[src/source/cpu_pkg.sv]
package cpu_pkg;

	localparam int xlen = 32;
	localparam int im_addr_w = 10;
	localparam int dm_addr_w = 12;
	localparam int reg_addr_w = 5;

	// instruction field positions
	localparam int op_msb = 30;
	localparam int op_lsb = 25;
	localparam int rt_msb = 24;
	localparam int rt_lsb = 20;
	localparam int ra_msb = 19;
	localparam int ra_lsb = 15;
	localparam int rb_msb = 14;
	localparam int rb_lsb = 10;
	localparam int sh_msb = 14;
	localparam int sh_lsb = 10;
	localparam int sub_msb = 4;
	localparam int sub_lsb = 0;
	localparam int imm15_msb = 14;
	localparam int imm15_lsb = 0;
	localparam int br_msb = 13;
	localparam int br_lsb = 0;
	localparam int jmp_msb = 23;
	localparam int jmp_lsb = 0;

	typedef enum logic [5:0] {
		op_alu  = 6'b100000,
		op_addi = 6'b101000,
		op_ori  = 6'b101100,
		op_xori = 6'b101011,
		op_lwi  = 6'b000010,
		op_swi  = 6'b001010,
		op_beq  = 6'b100110,
		op_bne  = 6'b100111,
		op_j    = 6'b100100
	} opcode_t;

	typedef enum logic [4:0] {
		sub_add  = 5'b00000,
		sub_sub  = 5'b00001,
		sub_and  = 5'b00010,
		sub_xor  = 5'b00011,
		sub_or   = 5'b00100,
		sub_slli = 5'b01000,
		sub_srli = 5'b01001
	} alu_sub_t;

	typedef enum logic [2:0] {
		alu_add,
		alu_sub,
		alu_and,
		alu_or,
		alu_xor,
		alu_sll,
		alu_srl
	} alu_op_t;

	typedef enum logic {src2_rb, src2_imm} src2_sel_t;

	typedef enum logic [1:0] {imm_s15, imm_u15, imm_u5, imm_s14} imm_fmt_t;

	typedef enum logic {wb_alu, wb_load} wb_sel_t;

	typedef enum logic [1:0] {pc_seq, pc_branch, pc_jump} pc_sel_t;

endpackage
[src/source/decode_if.sv]
`timescale 1ns/1ps

interface decode_if;
	logic [cpu_pkg::reg_addr_w-1:0] ra;
	logic [cpu_pkg::reg_addr_w-1:0] rb;
	logic [cpu_pkg::reg_addr_w-1:0] rt;
	logic [cpu_pkg::xlen-1:0] instr;
	logic do_reg_write;
	cpu_pkg::alu_op_t alu_op;
	cpu_pkg::src2_sel_t src2_sel;
	cpu_pkg::imm_fmt_t imm_fmt;
	cpu_pkg::wb_sel_t wb_sel;
	cpu_pkg::pc_sel_t pc_sel;

	modport ctrl (
		output ra, rb, rt, instr, do_reg_write,
		output alu_op, src2_sel, imm_fmt, wb_sel, pc_sel
	);
	modport regs (input ra, rb, rt, do_reg_write);
	modport imm (input instr, imm_fmt);
	modport sel (input src2_sel, wb_sel, pc_sel);
	modport exe (input alu_op);
endinterface

[src/source/cpu_top.sv]
`timescale 1ns/1ps

module cpu_top (
	input  logic enable_memaccess,
	input  logic reset,
	input  logic [31:0] instruction,
	output logic alu_overflow,
	output logic im_read,
	output logic im_write,
	output logic im_enable,
	output logic [9:0] im_address,
	output logic dm_read,
	output logic dm_write,
	output logic dm_enable,
	output logic [11:0] dm_address,
	output logic [31:0] dm_in,
	input  logic [31:0] dm_out
);

	decode_if dec ();

	logic phase_fetch;
	logic phase_decode;
	logic phase_exec;
	logic phase_mem;
	logic phase_wb;
	logic alu_zero;
	logic alu_ovf;
	logic [cpu_pkg::xlen-1:0] ra_data;
	logic [cpu_pkg::xlen-1:0] rb_data;
	logic [cpu_pkg::xlen-1:0] rt_data;
	logic [cpu_pkg::xlen-1:0] imm_value;
	logic [cpu_pkg::xlen-1:0] alu_src2;
	logic [cpu_pkg::xlen-1:0] alu_result;
	logic [cpu_pkg::xlen-1:0] alu_result_q;
	logic [cpu_pkg::xlen-1:0] load_data_q;
	logic [cpu_pkg::xlen-1:0] write_data;
	logic [cpu_pkg::im_addr_w-1:0] current_pc;
	logic [cpu_pkg::im_addr_w-1:0] next_pc;

	// execute result held for memory access and writeback
	always_ff @(posedge enable_memaccess) begin
		if (reset) begin
			alu_result_q <= '0;
			alu_overflow <= 1'b0;
		end else if (phase_exec) begin
			alu_result_q <= alu_result;
			alu_overflow <= alu_ovf;
		end
	end

	always_ff @(posedge enable_memaccess) begin
		if (reset) begin
			load_data_q <= '0;
		end else if (phase_mem) begin
			load_data_q <= dm_out;
		end
	end

	assign im_enable = phase_fetch;
	assign im_address = current_pc;
	assign dm_enable = dm_read | dm_write;
	assign dm_address = alu_result_q[cpu_pkg::dm_addr_w-1:0];
	assign dm_in = rt_data;

	controller u_ctrl (
		.enable_memaccess(enable_memaccess),
		.reset(reset),
		.instruction(instruction),
		.alu_zero(alu_zero),
		.dec(dec.ctrl),
		.phase_fetch(phase_fetch),
		.phase_decode(phase_decode),
		.phase_exec(phase_exec),
		.phase_mem(phase_mem),
		.phase_wb(phase_wb),
		.im_read(im_read),
		.im_write(im_write),
		.dm_read(dm_read),
		.dm_write(dm_write)
	);

	regfile u_regs (
		.enable_memaccess(enable_memaccess),
		.reset(reset),
		.phase_decode(phase_decode),
		.phase_wb(phase_wb),
		.regs(dec.regs),
		.write_data(write_data),
		.ra_data(ra_data),
		.rb_data(rb_data),
		.rt_data(rt_data)
	);

	imm_unit u_imm (
		.imm(dec.imm),
		.imm_value(imm_value)
	);

	alu u_alu (
		.exe(dec.exe),
		.src1(ra_data),
		.src2(alu_src2),
		.result(alu_result),
		.zero(alu_zero),
		.overflow(alu_ovf)
	);

	operand_select u_sel (
		.sel(dec.sel),
		.instruction(dec.instr),
		.rb_data(rb_data),
		.imm_value(imm_value),
		.alu_result_q(alu_result_q),
		.load_data(load_data_q),
		.current_pc(current_pc),
		.alu_src2(alu_src2),
		.write_data(write_data),
		.next_pc(next_pc)
	);

	pc_unit u_pc (
		.enable_memaccess(enable_memaccess),
		.reset(reset),
		.phase_exec(phase_exec),
		.next_pc(next_pc),
		.current_pc(current_pc)
	);

endmodule

[src/source/pc_unit.sv]
`timescale 1ns/1ps

module pc_unit (
	input  logic enable_memaccess,
	input  logic reset,
	input  logic phase_exec,
	input  logic [cpu_pkg::im_addr_w-1:0] next_pc,
	output logic [cpu_pkg::im_addr_w-1:0] current_pc
);

	logic [cpu_pkg::im_addr_w-1:0] pc_q;

	// pc moves only at the end of execute
	always_ff @(posedge enable_memaccess) begin
		if (reset) begin
			pc_q <= '0;
		end else if (phase_exec) begin
			pc_q <= next_pc;
		end
	end

	assign current_pc = pc_q;

endmodule

[src/source/operand_select.sv]
`timescale 1ns/1ps

module operand_select (
	decode_if.sel sel,
	input  logic [cpu_pkg::xlen-1:0] instruction,
	input  logic [cpu_pkg::xlen-1:0] rb_data,
	input  logic [cpu_pkg::xlen-1:0] imm_value,
	input  logic [cpu_pkg::xlen-1:0] alu_result_q,
	input  logic [cpu_pkg::xlen-1:0] load_data,
	input  logic [cpu_pkg::im_addr_w-1:0] current_pc,
	output logic [cpu_pkg::xlen-1:0] alu_src2,
	output logic [cpu_pkg::xlen-1:0] write_data,
	output logic [cpu_pkg::im_addr_w-1:0] next_pc
);

	logic signed [cpu_pkg::xlen-1:0] br_off;
	logic signed [cpu_pkg::xlen-1:0] jmp_off;

	assign alu_src2 = (sel.src2_sel == cpu_pkg::src2_imm) ? imm_value : rb_data;
	assign write_data = (sel.wb_sel == cpu_pkg::wb_load) ? load_data : alu_result_q;

	// word offsets sign extended to full width
	assign br_off = $signed(instruction[cpu_pkg::br_msb:cpu_pkg::br_lsb]);
	assign jmp_off = $signed(instruction[cpu_pkg::jmp_msb:cpu_pkg::jmp_lsb]);

	// targets wrap within instruction memory
	always_comb begin
		case (sel.pc_sel)
			cpu_pkg::pc_branch: begin
				next_pc = current_pc + br_off[cpu_pkg::im_addr_w-1:0];
			end
			cpu_pkg::pc_jump: begin
				next_pc = current_pc + jmp_off[cpu_pkg::im_addr_w-1:0];
			end
			default: begin
				next_pc = current_pc + 1'b1;
			end
		endcase
	end

endmodule

[src/source/alu.sv]
`timescale 1ns/1ps

module alu (
	decode_if.exe exe,
	input  logic [cpu_pkg::xlen-1:0] src1,
	input  logic [cpu_pkg::xlen-1:0] src2,
	output logic [cpu_pkg::xlen-1:0] result,
	output logic zero,
	output logic overflow
);

	logic [cpu_pkg::xlen-1:0] sum;
	logic [cpu_pkg::xlen-1:0] diff;
	logic [4:0] shamt;
	logic sign_a;
	logic sign_b;

	assign sum = src1 + src2;
	assign diff = src1 - src2;
	assign shamt = src2[4:0];
	assign sign_a = src1[cpu_pkg::xlen-1];
	assign sign_b = src2[cpu_pkg::xlen-1];

	always_comb begin
		case (exe.alu_op)
			cpu_pkg::alu_add: result = sum;
			cpu_pkg::alu_sub: result = diff;
			cpu_pkg::alu_and: result = src1 & src2;
			cpu_pkg::alu_or:  result = src1 | src2;
			cpu_pkg::alu_xor: result = src1 ^ src2;
			cpu_pkg::alu_sll: result = src1 << shamt;
			cpu_pkg::alu_srl: result = src1 >> shamt;
			default: result = '0;
		endcase
	end

	// signed overflow when the result sign cannot be right
	always_comb begin
		case (exe.alu_op)
			cpu_pkg::alu_add: begin
				overflow = (sign_a == sign_b) && (sum[cpu_pkg::xlen-1] != sign_a);
			end
			cpu_pkg::alu_sub: begin
				overflow = (sign_a != sign_b) && (diff[cpu_pkg::xlen-1] != sign_a);
			end
			default: overflow = 1'b0;
		endcase
	end

	assign zero = (result == '0);

endmodule

[src/source/imm_unit.sv]
`timescale 1ns/1ps

module imm_unit (
	decode_if.imm imm,
	output logic [cpu_pkg::xlen-1:0] imm_value
);

	logic [14:0] imm15;
	logic [4:0] shamt;
	logic [13:0] br14;

	assign imm15 = imm.instr[cpu_pkg::imm15_msb:cpu_pkg::imm15_lsb];
	assign shamt = imm.instr[cpu_pkg::sh_msb:cpu_pkg::sh_lsb];
	assign br14 = imm.instr[cpu_pkg::br_msb:cpu_pkg::br_lsb];

	always_comb begin
		case (imm.imm_fmt)
			cpu_pkg::imm_s15: begin
				imm_value = {{(cpu_pkg::xlen-15){imm15[14]}}, imm15};
			end
			cpu_pkg::imm_u15: begin
				imm_value = {{(cpu_pkg::xlen-15){1'b0}}, imm15};
			end
			cpu_pkg::imm_u5: begin
				imm_value = {{(cpu_pkg::xlen-5){1'b0}}, shamt};
			end
			// signed branch offset
			default: begin
				imm_value = {{(cpu_pkg::xlen-14){br14[13]}}, br14};
			end
		endcase
	end

endmodule

[src/source/regfile.sv]
`timescale 1ns/1ps

module regfile (
	input  logic enable_memaccess,
	input  logic reset,
	input  logic phase_decode,
	input  logic phase_wb,
	decode_if.regs regs,
	input  logic [cpu_pkg::xlen-1:0] write_data,
	output logic [cpu_pkg::xlen-1:0] ra_data,
	output logic [cpu_pkg::xlen-1:0] rb_data,
	output logic [cpu_pkg::xlen-1:0] rt_data
);

	logic [cpu_pkg::xlen-1:0] rf [32];

	// r0 is never written, so it always reads as zero
	always_ff @(posedge enable_memaccess) begin
		if (reset) begin
			for (int i = 0; i < 32; i++) begin
				rf[i] <= '0;
			end
		end else if (phase_wb && regs.do_reg_write && regs.rt != '0) begin
			rf[regs.rt] <= write_data;
		end
	end

	// operands held from decode through writeback
	always_ff @(posedge enable_memaccess) begin
		if (reset) begin
			ra_data <= '0;
			rb_data <= '0;
			rt_data <= '0;
		end else if (phase_decode) begin
			ra_data <= rf[regs.ra];
			rb_data <= rf[regs.rb];
			rt_data <= rf[regs.rt];
		end
	end

endmodule

[src/source/controller.sv]
`timescale 1ns/1ps

module controller (
	input  logic enable_memaccess,
	input  logic reset,
	input  logic [cpu_pkg::xlen-1:0] instruction,
	input  logic alu_zero,
	decode_if.ctrl dec,
	output logic phase_fetch,
	output logic phase_decode,
	output logic phase_exec,
	output logic phase_mem,
	output logic phase_wb,
	output logic im_read,
	output logic im_write,
	output logic dm_read,
	output logic dm_write
);

	logic [4:0] phase_q;
	logic [cpu_pkg::xlen-1:0] ir;
	cpu_pkg::opcode_t opcode;
	cpu_pkg::alu_sub_t sub_op;
	logic is_branch;
	logic is_load;
	logic is_store;

	// idle after reset, then fetch .. wb in a ring
	always_ff @(posedge enable_memaccess) begin
		if (reset) begin
			phase_q <= 5'b00000;
		end else if (phase_q == 5'b00000 || phase_q[4]) begin
			phase_q <= 5'b00001;
		end else begin
			phase_q <= phase_q << 1;
		end
	end

	always_ff @(posedge enable_memaccess) begin
		if (reset) begin
			ir <= '0;
		end else if (phase_fetch) begin
			ir <= instruction;
		end
	end

	assign phase_fetch = phase_q[0];
	assign phase_decode = phase_q[1];
	assign phase_exec = phase_q[2];
	assign phase_mem = phase_q[3];
	assign phase_wb = phase_q[4];

	assign opcode = cpu_pkg::opcode_t'(ir[cpu_pkg::op_msb:cpu_pkg::op_lsb]);
	assign sub_op = cpu_pkg::alu_sub_t'(ir[cpu_pkg::sub_msb:cpu_pkg::sub_lsb]);
	assign is_branch = (opcode == cpu_pkg::op_beq) || (opcode == cpu_pkg::op_bne);

	// branches compare rt against ra, so rt goes out on the rb read port
	assign dec.ra = ir[cpu_pkg::ra_msb:cpu_pkg::ra_lsb];
	assign dec.rb = is_branch ? ir[cpu_pkg::rt_msb:cpu_pkg::rt_lsb]
		: ir[cpu_pkg::rb_msb:cpu_pkg::rb_lsb];
	assign dec.rt = ir[cpu_pkg::rt_msb:cpu_pkg::rt_lsb];
	assign dec.instr = ir;

	always_comb begin
		dec.alu_op = cpu_pkg::alu_add;
		dec.src2_sel = cpu_pkg::src2_rb;
		dec.imm_fmt = cpu_pkg::imm_s15;
		dec.wb_sel = cpu_pkg::wb_alu;
		dec.pc_sel = cpu_pkg::pc_seq;
		dec.do_reg_write = 1'b0;
		is_load = 1'b0;
		is_store = 1'b0;
		case (opcode)
			cpu_pkg::op_alu: begin
				dec.do_reg_write = 1'b1;
				case (sub_op)
					cpu_pkg::sub_add: dec.alu_op = cpu_pkg::alu_add;
					cpu_pkg::sub_sub: dec.alu_op = cpu_pkg::alu_sub;
					cpu_pkg::sub_and: dec.alu_op = cpu_pkg::alu_and;
					cpu_pkg::sub_or:  dec.alu_op = cpu_pkg::alu_or;
					cpu_pkg::sub_xor: dec.alu_op = cpu_pkg::alu_xor;
					cpu_pkg::sub_slli, cpu_pkg::sub_srli: begin
						dec.alu_op = (sub_op == cpu_pkg::sub_slli) ? cpu_pkg::alu_sll
							: cpu_pkg::alu_srl;
						dec.src2_sel = cpu_pkg::src2_imm;
						dec.imm_fmt = cpu_pkg::imm_u5;
					end
					// unknown sub-op does nothing
					default: dec.do_reg_write = 1'b0;
				endcase
			end
			cpu_pkg::op_addi, cpu_pkg::op_ori, cpu_pkg::op_xori: begin
				dec.do_reg_write = 1'b1;
				dec.src2_sel = cpu_pkg::src2_imm;
				if (opcode == cpu_pkg::op_addi) begin
					dec.alu_op = cpu_pkg::alu_add;
				end else begin
					dec.imm_fmt = cpu_pkg::imm_u15;
					dec.alu_op = (opcode == cpu_pkg::op_ori) ? cpu_pkg::alu_or
						: cpu_pkg::alu_xor;
				end
			end
			cpu_pkg::op_lwi: begin
				dec.src2_sel = cpu_pkg::src2_imm;
				dec.wb_sel = cpu_pkg::wb_load;
				dec.do_reg_write = 1'b1;
				is_load = 1'b1;
			end
			cpu_pkg::op_swi: begin
				dec.src2_sel = cpu_pkg::src2_imm;
				is_store = 1'b1;
			end
			cpu_pkg::op_beq, cpu_pkg::op_bne: begin
				dec.alu_op = cpu_pkg::alu_sub;
				dec.imm_fmt = cpu_pkg::imm_s14;
				// taken when equality matches the branch sense
				if (alu_zero == (opcode == cpu_pkg::op_beq)) begin
					dec.pc_sel = cpu_pkg::pc_branch;
				end
			end
			cpu_pkg::op_j: dec.pc_sel = cpu_pkg::pc_jump;
			default: ;
		endcase
	end

	assign im_read = phase_fetch;
	assign im_write = 1'b0;
	assign dm_read = phase_mem & is_load;
	assign dm_write = phase_mem & is_store;

endmodule

[config.mk]
export PLATFORM = sky130hd
export DESIGN_NAME = cpu_top
export DESIGN_NICKNAME = d
export VERILOG_FILES = /design/src/source/cpu_pkg.sv /design/src/source/decode_if.sv /design/src/source/cpu_top.sv /design/src/source/pc_unit.sv /design/src/source/operand_select.sv /design/src/source/alu.sv /design/src/source/imm_unit.sv /design/src/source/regfile.sv /design/src/source/controller.sv
export SDC_FILE = /design/constraint.sdc
export NUM_CORES = 2
export LEC_CHECK = 0
export ABC_AREA = 0
export BUFFER_PORTS_ARGS = -buffer_cell sky130_fd_sc_hd__buf_2
export CAP_MARGIN = 5
export CORE_MARGIN = 2
export CORE_UTILIZATION = 50
export DETAILED_ROUTE_END_ITERATION = 16
export HOLD_SLACK_MARGIN = 0.15
export PLACE_DENSITY = 0.66
export SLEW_MARGIN = 30
export SYNTH_ARGS = -nofsm -noshare
export SYNTH_HDL_FRONTEND = slang
export SYNTH_SLANG_ARGS = --single-unit
export TNS_END_PERCENT = 5
[constraint.sdc]
create_clock -name enable_memaccess -period 12.45 [get_ports enable_memaccess]
set_input_delay 2.49 -clock enable_memaccess [delete_from_list [all_inputs] [get_ports enable_memaccess]]
set_output_delay 2.49 -clock enable_memaccess [all_outputs]
set_load 0.05 [all_outputs]
Word level (Yosys, flattened, before mapping)
Memory sizes are Yosys's and may differ from the RTL's. A register that Yosys moved wholly into a read port is not among the register bits.
Cells that the tools add are included.
{ "totals": {"n_memories": 1, "output_inout_bits": 61, "reg_bits": 111, "elab_cells": 103, "mem_bits_rw": 1024} }
{ "mem_list": {"columns": ["memory", "words", "width", "read_ports", "rd_ports_with_merged_regs", "wr", "line", "rtl"], "rows": [
  ["u_regs.rf", 32, 32, 3, 3, 32, "regfile.sv:15", "logic [cpu_pkg::xlen-1:0] rf [32];"]
]} }
{ "classes": {"n_addsub": 4, "n_shift": 2, "mux": 32, "bitwise_logic": 6, "n_eq_ne": 30, "reduce_logical": 21} }
{ "op_table": {"columns": ["cell", "n"], "rows": [
  ["32-bit one-hot mux with 7 select lines", 1],
  ["32-bit 2-to-1 mux", 3],
  ["32-bit one-hot mux with 3 select lines", 1],
  ["6-bit equality test, second input constant", 7],
  ["32-bit adder", 1],
  ["32-bit bitwise AND", 1],
  ["32-bit logical NOT", 1],
  ["32-bit OR", 1],
  ["32-bit OR reduction", 1],
  ["32-bit by 5-bit left shift with 32-bit output", 1],
  ["32-bit by 5-bit >> shifter with 32-bit output", 1],
  ["32-bit subtractor", 1],
  ["32-bit XOR", 1],
  ["3-bit one-hot mux with 5 select lines", 1],
  ["1-bit 2-to-1 mux", 13],
  ["10-bit by 1-bit adder with 10-bit output, second input constant", 1],
  ["10-bit adder", 1],
  ["5-bit by 2-bit equality test with 1-bit output, second input constant", 2],
  ["5-bit by 4-bit equality test with 1-bit output, second input constant", 2],
  ["5-bit logical NOT", 2],
  ["10-bit 2-to-1 mux", 1],
  ["5-bit 2-to-1 mux", 2],
  ["3-bit equality test, second input constant", 3],
  ["3-bit one-hot mux with 3 select lines", 1],
  ["27 further kinds", 45]
]} }

Longest topological paths before layout
{ "depth": {"word_depth": 16, "mapped_depth": 41} }

Hierarchy
From an unflattened synthesis, not the netlist that was laid out.
{ "unflattened": {"cells_unflattened": 6454, "hier_area_um2": 80835.0} }
{ "by_module_without_submodules": {"columns": ["mod", "cells_each", "instances", "area_per_inst_um2", "seq_area_each_um2"], "rows": [
  ["regfile", 4403, 1, 64793.4, 32671.3],
  ["alu", 1447, 1, 9994.6, 0.0],
  ["cpu_top", 223, 1, 2453.6, 1301.2],
  ["controller", 179, 1, 1740.4, 740.7],
  ["operand_select", 134, 1, 1218.7, 0.0],
  ["pc_unit", 32, 1, 352.8, 200.2],
  ["imm_unit", 36, 1, 281.5, 0.0]
]} }

Least setup slack after synthesis
OpenSTA, ideal clock, no wires.
{ "synth_timing": {"kind": "register to register", "startpoint": "register u_ctrl.ir (netlist bit u_ctrl.dec.instr[25])", "endpoint": "register u_pc.pc_q (netlist bit u_pc.current_pc[9])", "t_required_ns": 12.321, "t_arrival_ns": 8.583, "n_path_buf": 6, "stages_incl_launch_ff": 41, "setup_ns": 0.129, "period_less_slack_ns": 8.712, "path_slack_ns": 3.738, "cell_sequence": "dfxtp_1 > buf_2 > or4b_2 > o41ai_2 > inv_1 > mux2i_1 > inv_2 > clkbuf_1 > buf_1 > clkbuf_1 > ha_1 > clkbuf_1 > and3_1 > a221oi_1 > nor3_1 > o21ai_0 > nand4b_1 > a41oi_1 > [5 not listed] > or4_1 > o31a_1 > mux2i_1 > buf_4 > nand2_1 > inv_1 > ha_1 > a21o_1 > a21o_1 > a21o_1 > a21oi_1 > o21bai_1 > a21oi_1 > o21bai_1 > a21oi_1 > nor4_1 > a311oi_1 > nand4_1"} }
{ "synth_between": {"elab_chain_len": 15} }
{ "synth_lines": {"columns": ["item", "line", "rtl"], "rows": [
  ["start, declared", "controller.sv:21", "logic [cpu_pkg::xlen-1:0] ir;"],
  ["start signal, assigned", "controller.sv:43", "ir <= instruction;"],
  ["6-bit equality test, on equally long branches", null, null],
  ["3-bit OR reduction, or another cell as far along", "controller.sv:73", "case (opcode)"],
  ["2-bit one-hot mux with 3 select lines", "controller.sv:73", null],
  ["2-bit equality test, or another cell as far along", "imm_unit.sv:17", "case (imm.imm_fmt)"],
  ["32-bit one-hot mux with 3 select lines", "imm_unit.sv:17", null],
  ["32-bit 2-to-1 mux", "operand_select.sv:19", "assign alu_src2 = (sel.src2_sel == cpu_pkg::src2_imm) ? imm_value : rb_data;"],
  ["32-bit subtractor, or another cell as far along", "alu.sv:19", "assign diff = src1 - src2;"],
  ["32-bit one-hot mux with 7 select lines", "alu.sv:25", "case (exe.alu_op)"],
  ["32-bit logical NOT", "alu.sv:50", "assign zero = (result == '0);"],
  ["1-bit equality test", "controller.sv:117", "if (alu_zero == (opcode == cpu_pkg::op_beq)) begin"],
  ["1-bit 2-to-1 mux", "controller.sv:117", null],
  ["2-bit one-hot mux with 2 select lines (*)", "controller.sv:73", null],
  ["2-bit by 1-bit equality test with 1-bit output / 2-bit equality test (equally long branches)", "operand_select.sv:28", "case (sel.pc_sel)"],
  ["2-bit OR reduction (no source line) (*)", null, null],
  ["10-bit 2-to-1 mux (*)", null, null],
  ["end signal, assigned", "pc_unit.sv:18", "pc_q <= next_pc;"],
  ["end, declared", "pc_unit.sv:11", "logic [cpu_pkg::im_addr_w-1:0] pc_q;"]
]} }
Every way passes the cells marked *; elsewhere a longest branch is shown, timed or not.
A chain may end at the register's enable or synchronous reset.

Worst setup path in the final report
{ "layout_timing": {"startpoint": "register u_ctrl.ir (netlist bit u_ctrl.dec.instr[26])", "endpoint": "register u_pc.pc_q (netlist bit u_pc.current_pc[9])"} }
Same word-level chain as after synthesis.

==> impl_metrics.toml <==
[logic_synthesis]
ys_seq_area_share_pct = 45.2
synthCells = 6445
yosysTopAreaCellShare_pct = 39.8
ys_seq_elements = 1231
synthDistinctLibCells = 100
avgSynthCellArea_sq_um = 12.0
netlist_area_sq_um = 77300
async_flop_share_pct = 0
yosys_warnings = 0
synth_area_leader_cell = "edfxtp_1"
synthTopCellsByArea = "edfxtp_1 40%, mux4_2 25%, nor2_1 6.6%"
synthFlopType = "edfxtp_1"
synth_edf_count = 1024

[worst_setup_path]
arrival_ns = 11.54
crit_required_ns = 13.13
regToRegSetupSlack_ns = 1.59
cp-endpoint = "u_pc.current_pc[9]"
rr_worst_depth = 35
critical_path.max_stage_delay_ns = 0.85
worst-setup-path-type = "reg -> reg"
critPathCaptureType = "register"
r2r_end = "u_pc.current_pc[9]"
critical_path.startpoint = "u_ctrl.dec.instr[26]"
crit_path_start_kind = "register"
r2r_start = "u_ctrl.dec.instr[26]"
cp_max_fo = 13
critical_path.slowest_cell = "dfxtp_1"

[outcome]
outcome = "finished, final reports clean"

[timing]
setup-violations-final = 0
maxSlewHeadroom_pct = 24.3
min_period_ns = 10.86
finClkSkew_ns = 0.0323
finalMaxSlewViolations = 0
finalHoldViolCount = 0
rsz0062_at_grt = "no"
finalSetupTns_ns = 0
min_period_over_period_pct = 87.2
setup_slack_ns = 1.59
fmax_mhz = 92.1
worstMarginPinSlew_ns = 1.14

[clock_network]
post_cts_resized = 0
clock_latency_ns = 0.81
clk_pin_slew_worst_paths_ns = 0.06
clock_path_buffers = 3
cts_root_buf = "clkbuf_16"
cts-htree-levels = 4
hold_buffers = 0
cts_num_sinks = 1231
cts_buffers = 137
cts_setup_buffers = 0
cts_tree = "done"

[die]
die_h_um = 397
fp.dieW_um = 397
start_util_pct = 50.3
boundaryPins = 127
core_area_sq_um = 154000
die_area_sq_um = 158000
rows = 144

[layout]
fill_cells = 12700
seq_area_sq_um = 34900
multi_input_area_sq_um = 40100
area_growth_pct = 9.96
layout-drive-gt1-share_pct = 24.6
nets = 6468

[worst_hold_path]
hp-class = "reg -> reg"

[place]
io_buffers = 124
dpl.hpwl_um = 202000
place_congestion = 1.00
pre_cts_ws_ns = 1.89

[power_and_ir_drop]
seqPwrFrac_pct = 41.5
p_sw_mw = 3.74
powerDensity_nw_per_um2 = 137
clockPowerShare_pct = 34.2
total_power_mw = 11.6
ir_drop_mv = 0.139
combPwrFrac_pct = 24.4
p_leak_nw = 28.2
swShare_pct = 32.2
p_int_mw = 7.88

[drt]
drt_iter0_drc = 9874
via_per_inst = 7.36
ant_nets = 0
dr_total_vias = 62300
drtPass1Iterations = 6
wirelength_um = 321000
wl_per_cell_um = 38.0
drc = 0

[global_route]
grt_max_degree = 147
grt_antenna_before_repair = 11
grt-ovfl-total = 0
grt_pass1_wl_um = 449000
grt_pass1_vias = 60400
grt_use_total_pct = 40.4

[run]
cap_viol_max_count = 0
kinds of logic after synthesis:
| group | synth area share, % |
|---|---|
| other | 0.00485 |
| AOI/OAI and AO/OA | 8.19 |
| DFF | 45.2 |
| buffers and inverters | 3.89 |
| xor gates and xnor gates | 0.442 |
| muxes | 28.4 |
| adders and majority gates | 1.64 |
| and+or+nand+nor | 12.3 |
final cells by class:
cell class                      count  area share (%)
Multi-Input combinational cell   4476            47.3
Sequential cell                  1231            41.1
Clock buffer                      192            4.42
Timing Repair Buffer              345            3.07
Tap cell                         2044            3.01
Clock inverter                     57           0.620
Inverter                          111           0.493
Antenna cell                        3         0.00884
synth_stat cells, drive strengths merged, types with 43 or more instances:
cell type,number
a211oi,129
a21oi,139
a22oi,51
a311oi,44
a31oi,54
and3,52
buf,170
clkbuf,489
dfxtp,207
edfxtp,1024
ha,98
inv,111
mux2i,241
mux4,855
nand2,532
nand3,153
nor2,1351
nor3,54
o211ai,43
o21ai,114
o22ai,45
flip-flops by register name, indices dropped and copies added, names as in the netlist:
signal and cells:
u_regs.rf 1024, u_ctrl.dec.instr 31, u_regs.rb_data 32, u_pc.current_pc 10
alu_overflow 1, u_regs.ra_data 32, alu_result_q 32, u_ctrl.phase_q 5
u_regs.rt_data 32, load_data_q 32
critical path: cells and delay by family (launching register included):
family,cells,cell delay (ns)
simple gates,11,3.24
mux,1,0.21
flops,1,0.85
fa+ha+maj,2,0.85
buf+inv,3,0.45
compound gates,18,5.11
per-layer routing:
layer | global-route usage [%] | wire [um] | share of wire (%) | up-vias
met1 | 48.9 | 104000 | 32 | 30800
met4 | 26.4 | 25500 | 7.9 | 14
met3 | 14.7 | 48100 | 15 | 1291
met5 | 0.969 | 281 | 0.087 | -
li1 | - | - | - | 24500
met2 | 61.1 | 143000 | 45 | 5711
cell usage in the layout (no fill, tap or decap), types with 16 or more instances in the layout:
cell type / n
xnor2_1: 32
nand4_1: 18
o211ai_1: 43
a311oi_1: 44
a22oi_1: 50
mux2i_2: 16
ha_1: 98
o21ai_0: 111
clkbuf_1: 45
nor3_1: 51
o22ai_1: 45
clkbuf_16: 139
clkinv_1: 21
and3_1: 52
and2_1: 22
nor2b_1: 17
conb_1: 33
a211oi_1: 128
buf_4: 193
o21bai_1: 16
a31oi_1: 50
a21oi_1: 138
nor2_1: 1347
mux2_2: 17
mux2i_1: 204
edfxtp_1: 1024
a221oi_1: 33
mux2i_4: 21
o21a_1: 27
o221ai_1: 18
nand3_1: 143
inv_1: 105
a21o_1: 24
nand2_2: 52
nand2_1: 477
buf_2: 125
mux4_2: 855
nor4_1: 23
dfxtp_1: 193
worst min path at each step:
stage,slack (ns),from,cells past startpoint,to
finish,0.48,u_regs.rt_data[14],2,u_regs.rt_data[14]
global placement,0.46,u_regs.rt_data[11],2,u_regs.rt_data[11]
floorplan,0.46,alu_result_q[6],2,alu_result_q[6]
CTS,0.48,u_regs.rt_data[14],2,u_regs.rt_data[14]
global route,0.50,u_regs.rt_data[14],2,u_regs.rt_data[14]
detailed placement,0.47,u_regs.rt_data[14],2,u_regs.rt_data[14]
metrics by stage:
step / area (sq um) / instances / utilization (%) / hold slack, ns
floorplan: 77400 / 6477 / - / 0.458
CTS: 84900 / 8454 / 55.2 / 0.479
global placement: 80200 / 8185 / 52.2 / 0.464
global route: 85000 / 8457 / 55.3 / 0.497
finish: 85000 / 8459 / 55.3 / 0.479
detailed placement: 80600 / 8205 / 52.4 / 0.468
power by group through the flow:
| stage | clock network (mW) | registers (mW) | logic, mW |
|---|---|---|---|
| after floorplan | 0 | 4.82 | 1.76 |
| after global placement | 0 | 4.88 | 2.70 |
| after detailed placement | 0 | 4.89 | 2.72 |
| after CTS | 3.98 | 4.81 | 2.73 |
| after global routing | 4.13 | 4.83 | 2.92 |
| final | 3.97 | 4.82 | 2.83 |
(Power assumes the default switching activity.)
